===== config.mk =====
export PLATFORM = sky130hd
export DESIGN_NAME = istore_read_channel
export DESIGN_NICKNAME = d
export VERILOG_FILES = /design/src/verilog/istore_pkg.sv /design/src/verilog/istore_read_channel.sv
export VERILOG_INCLUDE_DIRS = /design/src
export SDC_FILE = /design/constraint.sdc
export NUM_CORES = 1
export LEC_CHECK = 0
export ABC_CLOCK_PERIOD_IN_PS = 2500
export BUFFER_PORTS_ARGS = -buffer_cell sky130_fd_sc_hd__buf_2
export CORE_UTILIZATION = 43
export CTS_BUF_LIST = sky130_fd_sc_hd__clkbuf_2 sky130_fd_sc_hd__clkbuf_4 sky130_fd_sc_hd__clkbuf_8
export DETAILED_ROUTE_END_ITERATION = 12
export GPL_TIMING_DRIVEN = 0
export PLACE_DENSITY = 0.76
export SYNTH_ARGS = -nofsm -noshare
export SYNTH_HDL_FRONTEND = slang
export SYNTH_SLANG_ARGS = --single-unit

===== constraint.sdc =====
create_clock -name clock_in -period 2.5 [get_ports clock_in]
set_input_delay 0.25 -clock clock_in [delete_from_list [all_inputs] [get_ports clock_in]]
set_output_delay 0.25 -clock clock_in [all_outputs]
set_load 0.1 [all_outputs]

===== src/istore_cfg.svh =====
`ifndef ISTORE_CFG_SVH
`define ISTORE_CFG_SVH

// one instruction word, also the AXI data bus
`define ISTORE_DATA_WIDTH 32

// AXI byte address
`define ISTORE_AXI_ADDR_WIDTH 16

`define ISTORE_ID_WIDTH 4

// words in the store, power of two only
`define ISTORE_DEPTH 256

// log2 of the depth
`define ISTORE_WORD_ADDR_WIDTH 8

`endif


===== src/verilog/istore_pkg.sv =====
`default_nettype none
`include "istore_cfg.svh"

package istore_pkg;

    typedef logic [`ISTORE_DATA_WIDTH-1:0] data_t;
    typedef logic [`ISTORE_AXI_ADDR_WIDTH-1:0] axi_addr_t;
    typedef logic [`ISTORE_WORD_ADDR_WIDTH-1:0] word_addr_t;
    typedef logic [`ISTORE_ID_WIDTH-1:0] axi_id_t;
    typedef logic [7:0] burst_len_t; // beats minus one
    typedef logic [1:0] burst_t;

    typedef enum logic [1:0] {wr_idle, wr_addr, wr_data, wr_resp} write_state_t;
    typedef enum logic [1:0] {rd_idle, rd_addr, rd_data} read_state_t;

    // word address of the beat after addr
    function automatic word_addr_t next_word_addr(word_addr_t addr, burst_t burst,
                                                  burst_len_t len);
        word_addr_t mask;
        mask = word_addr_t'(len); // wrap window is len+1 words
        case (burst)
            2'b00: next_word_addr = addr; // fixed
            2'b10: next_word_addr = (addr & ~mask) | ((addr + word_addr_t'(1)) & mask);
            default: next_word_addr = addr + word_addr_t'(1); // incr and reserved
        endcase
    endfunction

endpackage

`default_nettype wire


===== src/verilog/istore_read_channel.sv =====
`timescale 1ns/100ps
`default_nettype none
`include "istore_cfg.svh"

module istore_read_channel (
    input logic clock_in,
    input logic reset_in,
    input istore_pkg::axi_id_t arid,
    input istore_pkg::axi_addr_t araddr,
    input istore_pkg::burst_len_t arlen,
    input istore_pkg::burst_t arburst,
    input logic arvalid,
    output logic arready,
    output istore_pkg::axi_id_t rid,
    output istore_pkg::data_t rdata,
    output logic [1:0] rresp,
    output logic rlast,
    output logic rvalid,
    input logic rready,
    output logic read_request,
    input logic read_grant,
    output logic mem_read_enable,
    output istore_pkg::word_addr_t mem_read_address,
    input istore_pkg::data_t mem_read_data
);
    import istore_pkg::*;

    read_state_t state;
    word_addr_t word_addr;
    burst_len_t len_q;
    burst_t burst_q;
    axi_id_t id_q;
    burst_len_t issue_count; // store reads issued so far
    logic issue_done;

    logic ar_fire;
    logic r_fire;

    assign arready = (state == rd_addr);
    assign ar_fire = arvalid && arready;
    assign r_fire = rvalid && rready;

    assign read_request = (state == rd_idle) ? arvalid : !(r_fire && rlast);

    // next read only once the R slot is free or being emptied
    assign mem_read_enable = (state == rd_data) && !issue_done && (!rvalid || rready);
    assign mem_read_address = word_addr;

    assign rid = id_q;
    assign rresp = 2'b00; // OKAY
    assign rdata = mem_read_data; // store output holds under stall

    always_ff @(posedge clock_in) begin
        if (!reset_in) begin
            state <= rd_idle;
            issue_count <= '0;
            issue_done <= 1'b0;
            rvalid <= 1'b0;
            rlast <= 1'b0;
        end else begin
            case (state)
                rd_idle: begin
                    if (read_grant && arvalid) begin
                        state <= rd_addr;
                    end
                end
                rd_addr: begin
                    if (ar_fire) begin
                        state <= rd_data;
                        issue_count <= '0;
                        issue_done <= 1'b0;
                    end
                end
                rd_data: begin
                    if (r_fire && rlast) begin
                        state <= rd_idle;
                    end
                end
                default: state <= rd_idle;
            endcase

            if (mem_read_enable) begin
                rvalid <= 1'b1;
                rlast <= (issue_count == len_q);
                issue_done <= (issue_count == len_q);
                issue_count <= issue_count + burst_len_t'(1);
            end else if (r_fire) begin
                rvalid <= 1'b0;
                rlast <= 1'b0;
            end
        end
    end

    always_ff @(posedge clock_in) begin
        if (ar_fire) begin
            id_q <= arid;
            word_addr <= araddr[`ISTORE_WORD_ADDR_WIDTH+1:2];
            len_q <= arlen;
            burst_q <= arburst;
        end else if (mem_read_enable) begin
            word_addr <= next_word_addr(word_addr, burst_q, len_q);
        end
    end

endmodule

`default_nettype wire


==> impl_metrics.json <==
{
  "criticalPathCategory": "reg2out",
  "final_common_cell": "buf_2",
  "drv_cap": 0,
  "report.final.slew_viol_count": 0,
  "path_common_cell": "buf_2",
  "final_period_util_pct": 90.0,
  "grt_pass1_vias": 1403,
  "cts.repair_timing.setup_buffer_count": 0,
  "worst-r2r-setup-slack_ns": 0.32,
  "layout_setup_ws_ns": 0.249,
  "diodes": 0,
  "synth-seq-cells": 35,
  "synth_instances": 193,
  "port-buffer-count": 75,
  "detail_route.iter0.violations": 63,
  "design_power_total_mw": 1.58,
  "chipWidth_um": 69.5,
  "grt_setup_unrepaired": "no",
  "core_area_sq_um": 4380,
  "reg2regPathDepth": 4,
  "num_rows": 24,
  "setup_tns_ns": 0,
  "max-vdd-ir-drop_mv": 0.337,
  "power_per_cell_area_nw_per_um2": 628,
  "grt_start_max_net_pins": 24,
  "critical_path.reg2reg.startpoint": "state[1]$_SDFFE_PN0P_",
  "average_vias_per_placed_instance": 4.89,
  "die_height_um": 69.5,
  "count_of_flip_flops_with_a_built_in_enable_after_synthesis": 22,
  "worst-slew-pin-transition_ns": 1.04,
  "cts_buffers": 5,
  "track_usage_pct": 16.0,
  "globalRoute.totalOverflow": 0,
  "finish.net_count": 345,
  "area_after_detailed_placement_sq_um": 2410,
  "drt-pass1-iter-count": 4,
  "drt.antenna.violating_nets": 0,
  "ff_latch_area_sq_um": 921,
  "crit_arrival_ns": 2.00,
  "timing.critical_path.required_ns": 2.25,
  "max_freq_mhz": 444,
  "drt-wirelength-per-cell_um": 11.5,
  "io_pins": 118,
  "multi_input_area_sq_um": 751,
  "ys_warn_count": 0,
  "drive_above_1_share_pct": 44.8,
  "gp_congestion": 0.805,
  "hold_path_depth": 1,
  "vias": 1609,
  "dpl_worst_slack_ns": 0.298,
  "cpPeakStageDelay_ns": 0.43,
  "avgSynthCellArea_sq_um": 10.2,
  "max-clock-path-buffers": 2,
  "clk_pin_slew_worst_paths_ns": 0.08,
  "synth-async-reset-ratio_pct": 0,
  "result_of_the_run": "completed",
  "worst_slew_margin_rel_pct": 30.8,
  "final_cell_area_sq_um": 2510,
  "yosysSeqAreaShare_pct": 46.9,
  "layout.cells.most_common_list": "76 x buf_2, 34 x buf_4, 22 x edfxtp_1, 17 x nand2_1, 13 x dfxtp_1",
  "tritoncts_clock_tree": "yes",
  "critPathMaxFanout": 7,
  "cts_repair_resize_count": 0,
  "clock-skew-final_ns": 0.0106,
  "insertion_delay_ns": 0.29,
  "start_kind": "register",
  "setup_viol": 0,
  "syn2layout_area_growth_pct": 28.1,
  "area_enclosed_by_the_die_boundary_sq_um": 4840,
  "cts_sink_cnt": 35,
  "setup.worst_path.end_class": "output pin",
  "static_leakage_nw": 1.10,
  "cts_root_buffer": "clkbuf_8",
  "hold_viol_final": 0,
  "syn_area_sq_um": 1960,
  "htreeDepth": 2,
  "initial_core_utilization_pct": 44.7,
  "min_delay_worst_endpoint": "len_q[3]$_DFFE_PP_",
  "hp-start": "arlen[3]",
  "finalWirelength_um": 3790,
  "drt_drc_violations_left": 0,
  "timing.critical_path.slowest_stage_cell": "buf_2",
  "post_cts_hold_buffer_count": 0,
  "grt_pass1_wl_um": 6080,
  "distinct_cells_synth": 42,
  "timing.critical_path.cells": "or3b_1, buf_2, nand2b_4, buf_6, inv_2, buf_2",
  "worst_hold_path_type": "in2reg",
  "dp_hpwl_um": 3000,
  "antenna_found_initial": 0,
  "num-fill-cells": 383,
  "synthFlopType": "edfxtp_1",
  "final_period_minus_worst_setup_slack_ns": 2.25
}
report_power, final:
group | internal, mW | switching, mW | total (mW)
clock | 0.292 | 0.205 | 0.496
combinational | 0.0985 | 0.341 | 0.440
sequential | 0.631 | 0.0119 | 0.643
cell usage after synthesis (3+ instances only):
cell       n  area, sq um
buf_4     34          255
edfxtp_1  22          661
nand2_1   17         63.8
dfxtp_1   13          260
xnor2_1   12          105
o21ai_0   11         55.1
nor2_1    10         37.5
nand3_1    8         40.0
o21a_1     7         52.6
xor2_1     5         43.8
clkbuf_1   4         15.0
nand2b_1   4         25.0
nand4_1    4         25.0
o31ai_1    4         30.0
a21boi_0   3         22.5
worst max-delay path by stage:
stage / depth (start not counted) / startpoint / end / slack, ns
floorplan: 6 / rvalid$_SDFFE_PN0P_ / issue_count[2]$_SDFFE_PN0P_ / 0.37
global placement: 4 / state[1]$_SDFFE_PN0P_ / register / 0.32
detailed placement: 4 / state[1]$_SDFFE_PN0P_ / register / 0.30
global route: 4 / state[0]$_SDFFE_PN0P_ / register / 0.05
CTS: 6 / state[1]$_SDFFE_PN0P_ / mem_read_enable / 0.23
finish: 6 / state[1]$_SDFFE_PN0P_ / mem_read_enable / 0.25
per-stage QoR:
step / utilization (%) / hold WS (ns) / cells
floorplan: - / 0.349 / 194
global placement: 54.9 / 0.427 / 321
detailed placement: 54.9 / 0.428 / 321
CTS: 57.3 / 0.121 / 329
global route: 57.3 / 0.123 / 329
finish: 57.3 / 0.127 / 329
logic make-up (layout without fill, tap and decap cells):
group | after synthesis | in the layout | synth area share, %
buffers and inverters | 42 | 125 | 15.0
DFF | 35 | 35 | 46.9
AOI/OAI and AO/OA | 34 | 34 | 11.4
and+or+nand+nor | 60 | 60 | 16.5
xor gates and xnor gates | 17 | 17 | 7.59
other | 1 | 2 | 0.191
adders and majority gates | 2 | 2 | 1.28
muxes | 2 | 2 | 1.15
layer usage:
| metal | GRT usage [%] | wire length, um | vias up |
|---|---|---|---|
| met1 | 19.2 | 1610 | 721 |
| met3 | 5.23 | 280 | 6 |
| met4 | 5.44 | 42 | 0 |
| met2 | 27.1 | 1860 | 76 |
| li1 | - | - | 806 |
| met5 | 0 | 0 | - |
area by class of cell:
cell class                 count  share of cell area (%)
clock buffer                   5                    2.74
inverter                       2                   0.299
tap                           52                    2.59
multi-input combinational    117                    29.9
sequential                    35                    36.6
clock inverter                 3                    1.54
buffer                        40                    11.4
timing repair buffer          75                    14.9
worst max-delay path, delay by kind of cell (launching register included):
family | cells | cell delay [ns]
and+or+nand+nor | 2 | 0.50
DFF | 1 | 0.40
buffers and inverters | 4 | 0.82
Note: power is estimated with default switching activity, not from simulation.
