### src/istore_cfg.svh
`ifndef ISTORE_CFG_SVH
`define ISTORE_CFG_SVH

// one instruction word, also the AXI data bus
`define ISTORE_DATA_WIDTH 32

// AXI byte address
`define ISTORE_AXI_ADDR_WIDTH 16

`define ISTORE_ID_WIDTH 4

// words in the store, power of two only
`define ISTORE_DEPTH 256

// log2 of the depth
`define ISTORE_WORD_ADDR_WIDTH 8

`endif

### src/verilog/istore_pkg.sv
`default_nettype none
`include "istore_cfg.svh"

package istore_pkg;

    typedef logic [`ISTORE_DATA_WIDTH-1:0] data_t;
    typedef logic [`ISTORE_AXI_ADDR_WIDTH-1:0] axi_addr_t;
    typedef logic [`ISTORE_WORD_ADDR_WIDTH-1:0] word_addr_t;
    typedef logic [`ISTORE_ID_WIDTH-1:0] axi_id_t;
    typedef logic [7:0] burst_len_t; // beats minus one
    typedef logic [1:0] burst_t;

    typedef enum logic [1:0] {wr_idle, wr_addr, wr_data, wr_resp} write_state_t;
    typedef enum logic [1:0] {rd_idle, rd_addr, rd_data} read_state_t;

    // word address of the beat after addr
    function automatic word_addr_t next_word_addr(word_addr_t addr, burst_t burst,
                                                  burst_len_t len);
        word_addr_t mask;
        mask = word_addr_t'(len); // wrap window is len+1 words
        case (burst)
            2'b00: next_word_addr = addr; // fixed
            2'b10: next_word_addr = (addr & ~mask) | ((addr + word_addr_t'(1)) & mask);
            default: next_word_addr = addr + word_addr_t'(1); // incr and reserved
        endcase
    endfunction

endpackage

`default_nettype wire

### src/verilog/istore_write_channel.sv
`timescale 1ns/100ps
`default_nettype none
`include "istore_cfg.svh"

module istore_write_channel (
    input logic clock_in,
    input logic reset_in,
    input istore_pkg::axi_id_t awid,
    input istore_pkg::axi_addr_t awaddr,
    input istore_pkg::burst_len_t awlen,
    input istore_pkg::burst_t awburst,
    input logic awvalid,
    output logic awready,
    input istore_pkg::data_t wdata,
    input logic wlast,
    input logic wvalid,
    output logic wready,
    output istore_pkg::axi_id_t bid,
    output logic [1:0] bresp,
    output logic bvalid,
    input logic bready,
    output logic write_request,
    input logic write_grant,
    output logic mem_write_enable,
    output istore_pkg::word_addr_t mem_write_address,
    output istore_pkg::data_t mem_write_data
);
    import istore_pkg::*;

    write_state_t state;
    word_addr_t word_addr; // address of the next beat
    burst_len_t len_q;
    burst_t burst_q;
    axi_id_t id_q;

    logic aw_fire;
    logic w_fire;
    logic b_fire;

    assign awready = (state == wr_addr);
    assign wready = (state == wr_data);
    assign bvalid = (state == wr_resp);

    assign aw_fire = awvalid && awready;
    assign w_fire = wvalid && wready;
    assign b_fire = bvalid && bready;

    // wants the store while awvalid waits, let go on the B transfer
    assign write_request = (state == wr_idle) ? awvalid : !b_fire;

    assign bid = id_q;
    assign bresp = 2'b00; // OKAY

    // beats go straight into the store
    assign mem_write_enable = w_fire;
    assign mem_write_address = word_addr;
    assign mem_write_data = wdata;

    always_ff @(posedge clock_in) begin
        if (!reset_in) begin
            state <= wr_idle;
        end else begin
            case (state)
                wr_idle: begin
                    if (write_grant && awvalid) begin
                        state <= wr_addr;
                    end
                end
                wr_addr: begin
                    if (aw_fire) begin
                        state <= wr_data;
                    end
                end
                wr_data: begin
                    if (w_fire && wlast) begin // awlen is not checked
                        state <= wr_resp;
                    end
                end
                wr_resp: begin
                    if (b_fire) begin
                        state <= wr_idle;
                    end
                end
                default: state <= wr_idle;
            endcase
        end
    end

    // burst context and beat address
    always_ff @(posedge clock_in) begin
        if (aw_fire) begin
            id_q <= awid;
            word_addr <= awaddr[`ISTORE_WORD_ADDR_WIDTH+1:2]; // drop byte bits
            len_q <= awlen;
            burst_q <= awburst;
        end else if (w_fire) begin
            word_addr <= next_word_addr(word_addr, burst_q, len_q);
        end
    end

endmodule

`default_nettype wire

### config.mk
export PLATFORM = sky130hd
export DESIGN_NAME = istore_write_channel
export DESIGN_NICKNAME = d
export VERILOG_FILES = /design/src/verilog/istore_pkg.sv /design/src/verilog/istore_write_channel.sv
export VERILOG_INCLUDE_DIRS = /design/src
export SDC_FILE = /design/constraint.sdc
export NUM_CORES = 1
export LEC_CHECK = 0
export ABC_AREA = 0
export BUFFER_PORTS_ARGS = -buffer_cell sky130_fd_sc_hd__buf_2
export CORE_UTILIZATION = 39
export DETAILED_ROUTE_END_ITERATION = 10
export MAX_ROUTING_LAYER = met4
export PLACE_DENSITY = 0.8
export SYNTH_ARGS = -nofsm -noshare
export SYNTH_HDL_FRONTEND = slang
export SYNTH_SLANG_ARGS = --single-unit
export TNS_END_PERCENT = 10
### constraint.sdc
create_clock -name clock_in -period 1.6 [get_ports clock_in]
set_input_delay 0.16 -clock clock_in [delete_from_list [all_inputs] [get_ports clock_in]]
set_output_delay 0.16 -clock clock_in [all_outputs]
set_load 0.01 [all_outputs]
==> reports/summary.txt, run 1 <==
FMAX: 0.644 GHz
Hold depth: 1
Antenna Cells: 0
Fin nets: 233
Synth-to-layout area growth: 7.15%
Vias per cell: 4.99
Core area: 3660 um2
Crit. path cell count: 4
Setup bufs post-CTS: 0
Initial cell density of the core: 0.406
Sequential share of the synthesized area: 0.471
CP Max Fanout: 4
Critical setup path kind: flop to output port
Antenna Violating Nets Remaining: 0
Layout cells sized above 1: 0.380
Final wirelength: 2660 um
Hold Vio Cnt, Final: 0
Crit-path max cell delay: 350 ps
Clock Latency Late Sink: 260 ps
Mapped Area: 1490 um2
Initial antenna violation count: 0
First-pass GRT wire length: 4240 um
DR iter-0 viols: 17
Final min period: 1550 ps
Post-synth top area cell: edfxtp_1
CP Launch Type: flop
Overflow after GRT: 0
Worst path bufs/invs: 2
Routability cong.: 0.808
Combinational power share: 0.358
Setup violations, final: 0
RSZ-0062 raised after global routing: true
Synthesized flop and latch total: 24
Dominant cells by area after synthesis: edfxtp_1 (44%), buf_4 (17%), ha_1 (4.2%), nand2_1 (3.5%), dfxtp_1 (2.7%)
Die span in x: 63.8 um
Drt first pass iters: 4
Vias in the first global route: 1026
Async S/R FF share, synth: 0
Yosys warns: 0
Cell area power density: 1270 nW/um2
TritonCTS clock tree: done
Cell with the most instances after synthesis: buf_4
Clock root buffer master: clkbuf_8
P_sw: 0.653 mW
Synth top area share: 0.444
CP max-delay cell: mux2_2
Status: finished clean
Die Area: 4070 um2
PortBufs: 45
R2R Setup Slk: 100 ps
Clock power share: 0.169
Required time of the critical path: 1440 ps
Fin. max-slew vios: 0
Synth Instances: 140
Clk slew on worst S/H paths: 80 ps
DIE HEIGHT: 63.8 um
CTS buffer count: 3
Residual DRC: 0
Sw Share: 0.322
Period Utilization, post-route: 0.970
Mean Syn Cell Area: 10.6 um2
Flop pwr share: 0.472
Worst clock skew: 4.41 ps
IO Count: 120
Non-filler instance count after layout: 206
Largest net degree at the start of global routing: 18
CP endpoint kind: output port
Post-synth top cells: buf_4 (34), edfxtp_1 (22), nand2_1 (14), nor2_1 (7), o21ai_0 (7)
Synth cell types: 36
Worst Hold Class: input pin to flop
Max Cap Viol: 0
CP top delay family: multiplexers
R2R depth: 6
Leak: 0.665 nW
Placed cells: 202
Post-synth EDFFs: 22
Global-route usage over all layers: 0.137
Clk sink count: 24
DP Wirelength: 2120 um
Int Pwr: 1.37 mW
H-tree depth: 1
Area after DPL: 1550 um2
RR Startpoint: state[0]
Main flop type after synthesis: edfxtp_1
Worst Hold End: len_q[4]
Worst Path Arrival: 1390 ps
Hold path startpoint: awlen[4]
WL/cell: 12.9 um
Core Rows: 22
Crit-path cells: inv_1 -> ha_1 -> mux2_2 -> buf_2
Post-route cell area: 1590 um2
Worst vdd ir: 0.000814 V
CTS Buffer Depth: 2
DR vias: 1027
cell type report:
class,count,area [um2]
Fill cell,347,2070
Sequential cell,24,702
Multi-Input combinational cell,76,509
Timing Repair Buffer,50,263
Tap cell,48,60.1
Clock buffer,3,41.3
Inverter,4,15.0
Clock inverter,1,3.75
cells by family (layout without fill, tap and decap cells):
family / after synthesis / after routing / share of synthesized area
other cells: 1 / 2 / 0.00252
compound gates: 26 / 26 / 0.132
simple gates: 37 / 37 / 0.124
fa+ha+maj: 5 / 5 / 0.0421
flops: 24 / 24 / 0.471
xor+xnor: 4 / 4 / 0.0236
buf+inv: 41 / 58 / 0.191
mux: 2 / 2 / 0.0143
layout by cell type, fill, tap and decap left out, types with 3 or more instances in the layout:
cell type,synthesis,layout
o211ai_1,3,3
clkbuf_8,0,3
inv_1,3,3
and2_1,3,3
nor2_1,7,7
xor2_1,3,3
o21ai_1,2,7
ha_1,5,4
o31ai_1,3,3
nand2_1,14,14
edfxtp_1,22,22
a21oi_1,3,3
buf_4,34,5
buf_2,2,45
per-layer routing:
metal / share of wire / wire (um) / up-vias / track usage
met3: 0.088 / 234 / 6 / 0.0411
met4: 0.0079 / 21 / 0 / 0.0483
met2: 0.50 / 1320 / 53 / 0.235
met5: 0 / 0 / - / -
met1: 0.41 / 1080 / 472 / 0.148
li1: - / - / 496 / -
power by group through the flow:
stage / Clock, mW / Sequential [mW] / Combinational, mW
6_report: 0.343 / 0.956 / 0.726
5_1_grt: 0.377 / 0.975 / 0.800
4_1_cts: 0.360 / 0.953 / 0.728
3_5_place_dp: 0 / 0.967 / 0.725
3_3_place_gp: 0 / 0.956 / 0.700
2_1_floorplan: 0 / 0.978 / 0.535
worst max-delay path by stage:
stage | startpoint | to | slack [ps]
global placement | state[1] | flop | 110
CTS | state[1] | write_request | 20
detailed placement | state[1] | flop | 40
global route | state[1] | write_request | -30
finish | state[1] | write_request | 50
floorplan | state[1] | flop | 70
through the flow:
step	util	power [mW]	hold slack [ps]	setup slack (ps)	setup TNS (ps)
CTS	0.434	2.04	65.2	17.8	0
global placement	0.422	1.66	320	112	0
finish	0.435	2.02	72.2	48.4	0
global route	0.435	2.15	58.1	-27.0	-27.0
detailed placement	0.422	1.69	320	39.1	0
floorplan	-	1.51	259	67.6	0
worst register-to-register path, stage by stage, from the launching register on:
cell and delay (ps):
dfxtp_1 310, inv_1 80, ha_1 190, and2_1 190, o21ai_1 80, buf_4 160
o21ai_0 190
timing repair:
item | CTS | global route
resized for setup | 0 | 7
setup endpoints to repair | 0 | 12
hold buffers | 0 | 0
Note: power is estimated with default switching activity, not from simulation.
==> inputs of run 2 (changes only) <==
- clock period: 1.6 -> 1.7 ns (I/O delays scaled with it)
==> reports/summary.txt, run 2 (synthesis gave the netlist of run 1 again) <==
Overflow after GRT: 0 (unchanged)
Crit-path max cell delay: 360 ps (about the same)
CTS buffer count: 3 (unchanged)
Clock Latency Late Sink: 260 ps (about the same)
Initial antenna violation count: 0 (unchanged)
Die Area: 4070 um2 (unchanged)
Fin. max-slew vios: 0 (unchanged)
H-tree depth: 1 (unchanged)
Layout cells sized above 1: 0.363 (-0.0167)
Crit-path cells: inv_1 -> ha_1 -> mux2_2 -> buf_2
Cell area power density: 1200 nW/um2 (-5.3%)
Most frequent cells in the layout: buf_2 (45), edfxtp_1 (22), nand2_1 (14), nor2_1 (7), o21ai_0 (7)
Clock root buffer master: clkbuf_8
Core area: 3660 um2 (unchanged)
DR iter-0 viols: 25 (+8)
DR vias: 1012 (-1.5%)
Clk slew on worst S/H paths: 80 ps (about the same)
Required time of the critical path: 1530 ps (+90 ps)
WL/cell: 13.5 um (+4.6%)
CTS Buffer Depth: 2 (unchanged)
Vias in the first global route: 1000 (-2.5%)
Worst vdd ir: 0.000524 V (-36%)
R2R Setup Slk: 130 ps (+30 ps)
Setup violations, final: 0 (unchanged)
CP Launch Type: flop
Drt first pass iters: 4 (unchanged)
CP top delay family: multiplexers
Setup TNS: 0 ps (unchanged)
Final wirelength: 2770 um (+4.1%)
Worst clock skew: 2.21 ps (-2.20 ps)
# fillers: 370 (+6.6%)
Worst path bufs/invs: 2 (unchanged)
Placed cells: 201 (-0.50%)
Post-layout util: 0.432 (-0.00308)
Setup bufs post-CTS: 0 (unchanged)
Fin nets: 232 (-0.43%)
CP startpoint: state[0]
RSZ-0062 raised after global routing: false
Max Cap Viol: 0 (unchanged)
Clk sink count: 24 (unchanged)
CP Max Fanout: 4 (unchanged)
Residual DRC: 0 (unchanged)
Hold-fix buffers, CTS: 0 (unchanged)
PortBufs: 45 (unchanged)
DIE HEIGHT: 63.8 um (unchanged)
Antenna Violating Nets Remaining: 0 (unchanged)
Period Utilization, post-route: 0.943
Status: finished clean
Crit. path cell count: 4 (unchanged)
CP max-delay cell: mux2_2
Leak: 0.659 nW (-0.89%)
Power, Total: 1.90 mW (-5.9%)
FMAX: 0.624 GHz
Vias per cell: 4.94 (-0.98%)
Die span in x: 63.8 um (unchanged)
Non-filler instance count after layout: 205 (-0.49%)
Flop pwr share: 0.472 (about the same)
Post-cts sizing count: 0 (unchanged)
Critical setup path kind: flop to output port
Sw Share: 0.327 (+0.00441)
Worst Hold Class: input pin to flop
Combinational power share: 0.350 (-0.008)
CP endpoint kind: output port
Most common cell after layout, fill and taps aside: buf_2
Int Pwr: 1.28 mW (-6.6%)
Worst Path Arrival: 1430 ps (+40 ps)
R2R depth: 6 (unchanged)
Initial cell density of the core: 0.406 (unchanged)
Synth-to-layout area growth: 6.39%
Antenna Cells: 0 (unchanged)
Global-route usage over all layers: 0.141 (+0.00495)
P_sw: 0.622 mW (-4.7%)
CP endpoint: write_request
Routability cong.: 0.773 (-4.3%)
RR Startpoint: state[1]
Clock power share: 0.179 (+0.010)
Hold Vio Cnt, Final: 0 (unchanged)
TritonCTS clock tree: done
IO Count: 120 (unchanged)
Final min period: 1600 ps
Largest net degree at the start of global routing: 17 (-1)
DP Wirelength: 2130 um (+0.40%)
Core Rows: 22 (unchanged)
First-pass GRT wire length: 4320 um (+1.8%)
run 2: worst register-to-register path, stage by stage, from the launching register on:
cell,delay (ps)
dfxtp_1,380
inv_1,70
ha_1,260
nand2_2,110
inv_2,60
or3_1,350
o211ai_1,180
run 2: how the worst min path moves through the flow:
| stage | start | end | depth (start not counted) |
|---|---|---|---|
| 6_report | awlen[7] | len_q[7] | 1 |
| 5_1_grt | awid[0] | bid[0] | 1 |
| 3_3_place_gp | wdata[10] | mem_write_data[10] | 0 |
| 3_5_place_dp | wdata[10] | mem_write_data[10] | 0 |
| 4_1_cts | awlen[1] | len_q[1] | 1 |
| 2_1_floorplan | awid[0] | bid[0] | 0 |
run 2: per-stage QoR:
stage          hold slack [ps]  setup slack [ps]  area [um2]
2_1_floorplan              269               168        1490
3_3_place_gp               340               190        1540
3_5_place_dp               340               137        1540
4_1_cts                   72.9              84.1        1580
5_1_grt                   61.8              10.5        1580
6_report                  77.2              96.5        1580
run 2: final cells by class:
cell class                      instances  area, um2  share of cell area
Clock buffer                            4       45.0              0.0285
Tap cell                               48       60.1              0.0379
Inverter                                4       15.0             0.00949
Multi-Input combinational cell         76        507               0.320
Sequential cell                        24        701               0.443
Timing Repair Buffer                   49        255               0.161
run 2: layer usage:
| metal | track usage | share of wire | routed length [um] |
|---|---|---|---|
| met4 | 0.0568 | 0.0047 | 13 |
| met5 | - | 0 | 0 |
| met1 | 0.149 | 0.39 | 1090 |
| met2 | 0.238 | 0.50 | 1390 |
| met3 | 0.0536 | 0.10 | 278 |
run 2: power by group through the flow:
stage               registers, mW  clock network (mW)  logic [mW]
finish                      0.898               0.340       0.666
global route                0.914               0.372       0.738
CTS                         0.898               0.347       0.677
detailed placement          0.911                   0       0.669
global placement            0.904                   0       0.645
floorplan                   0.920                   0       0.503
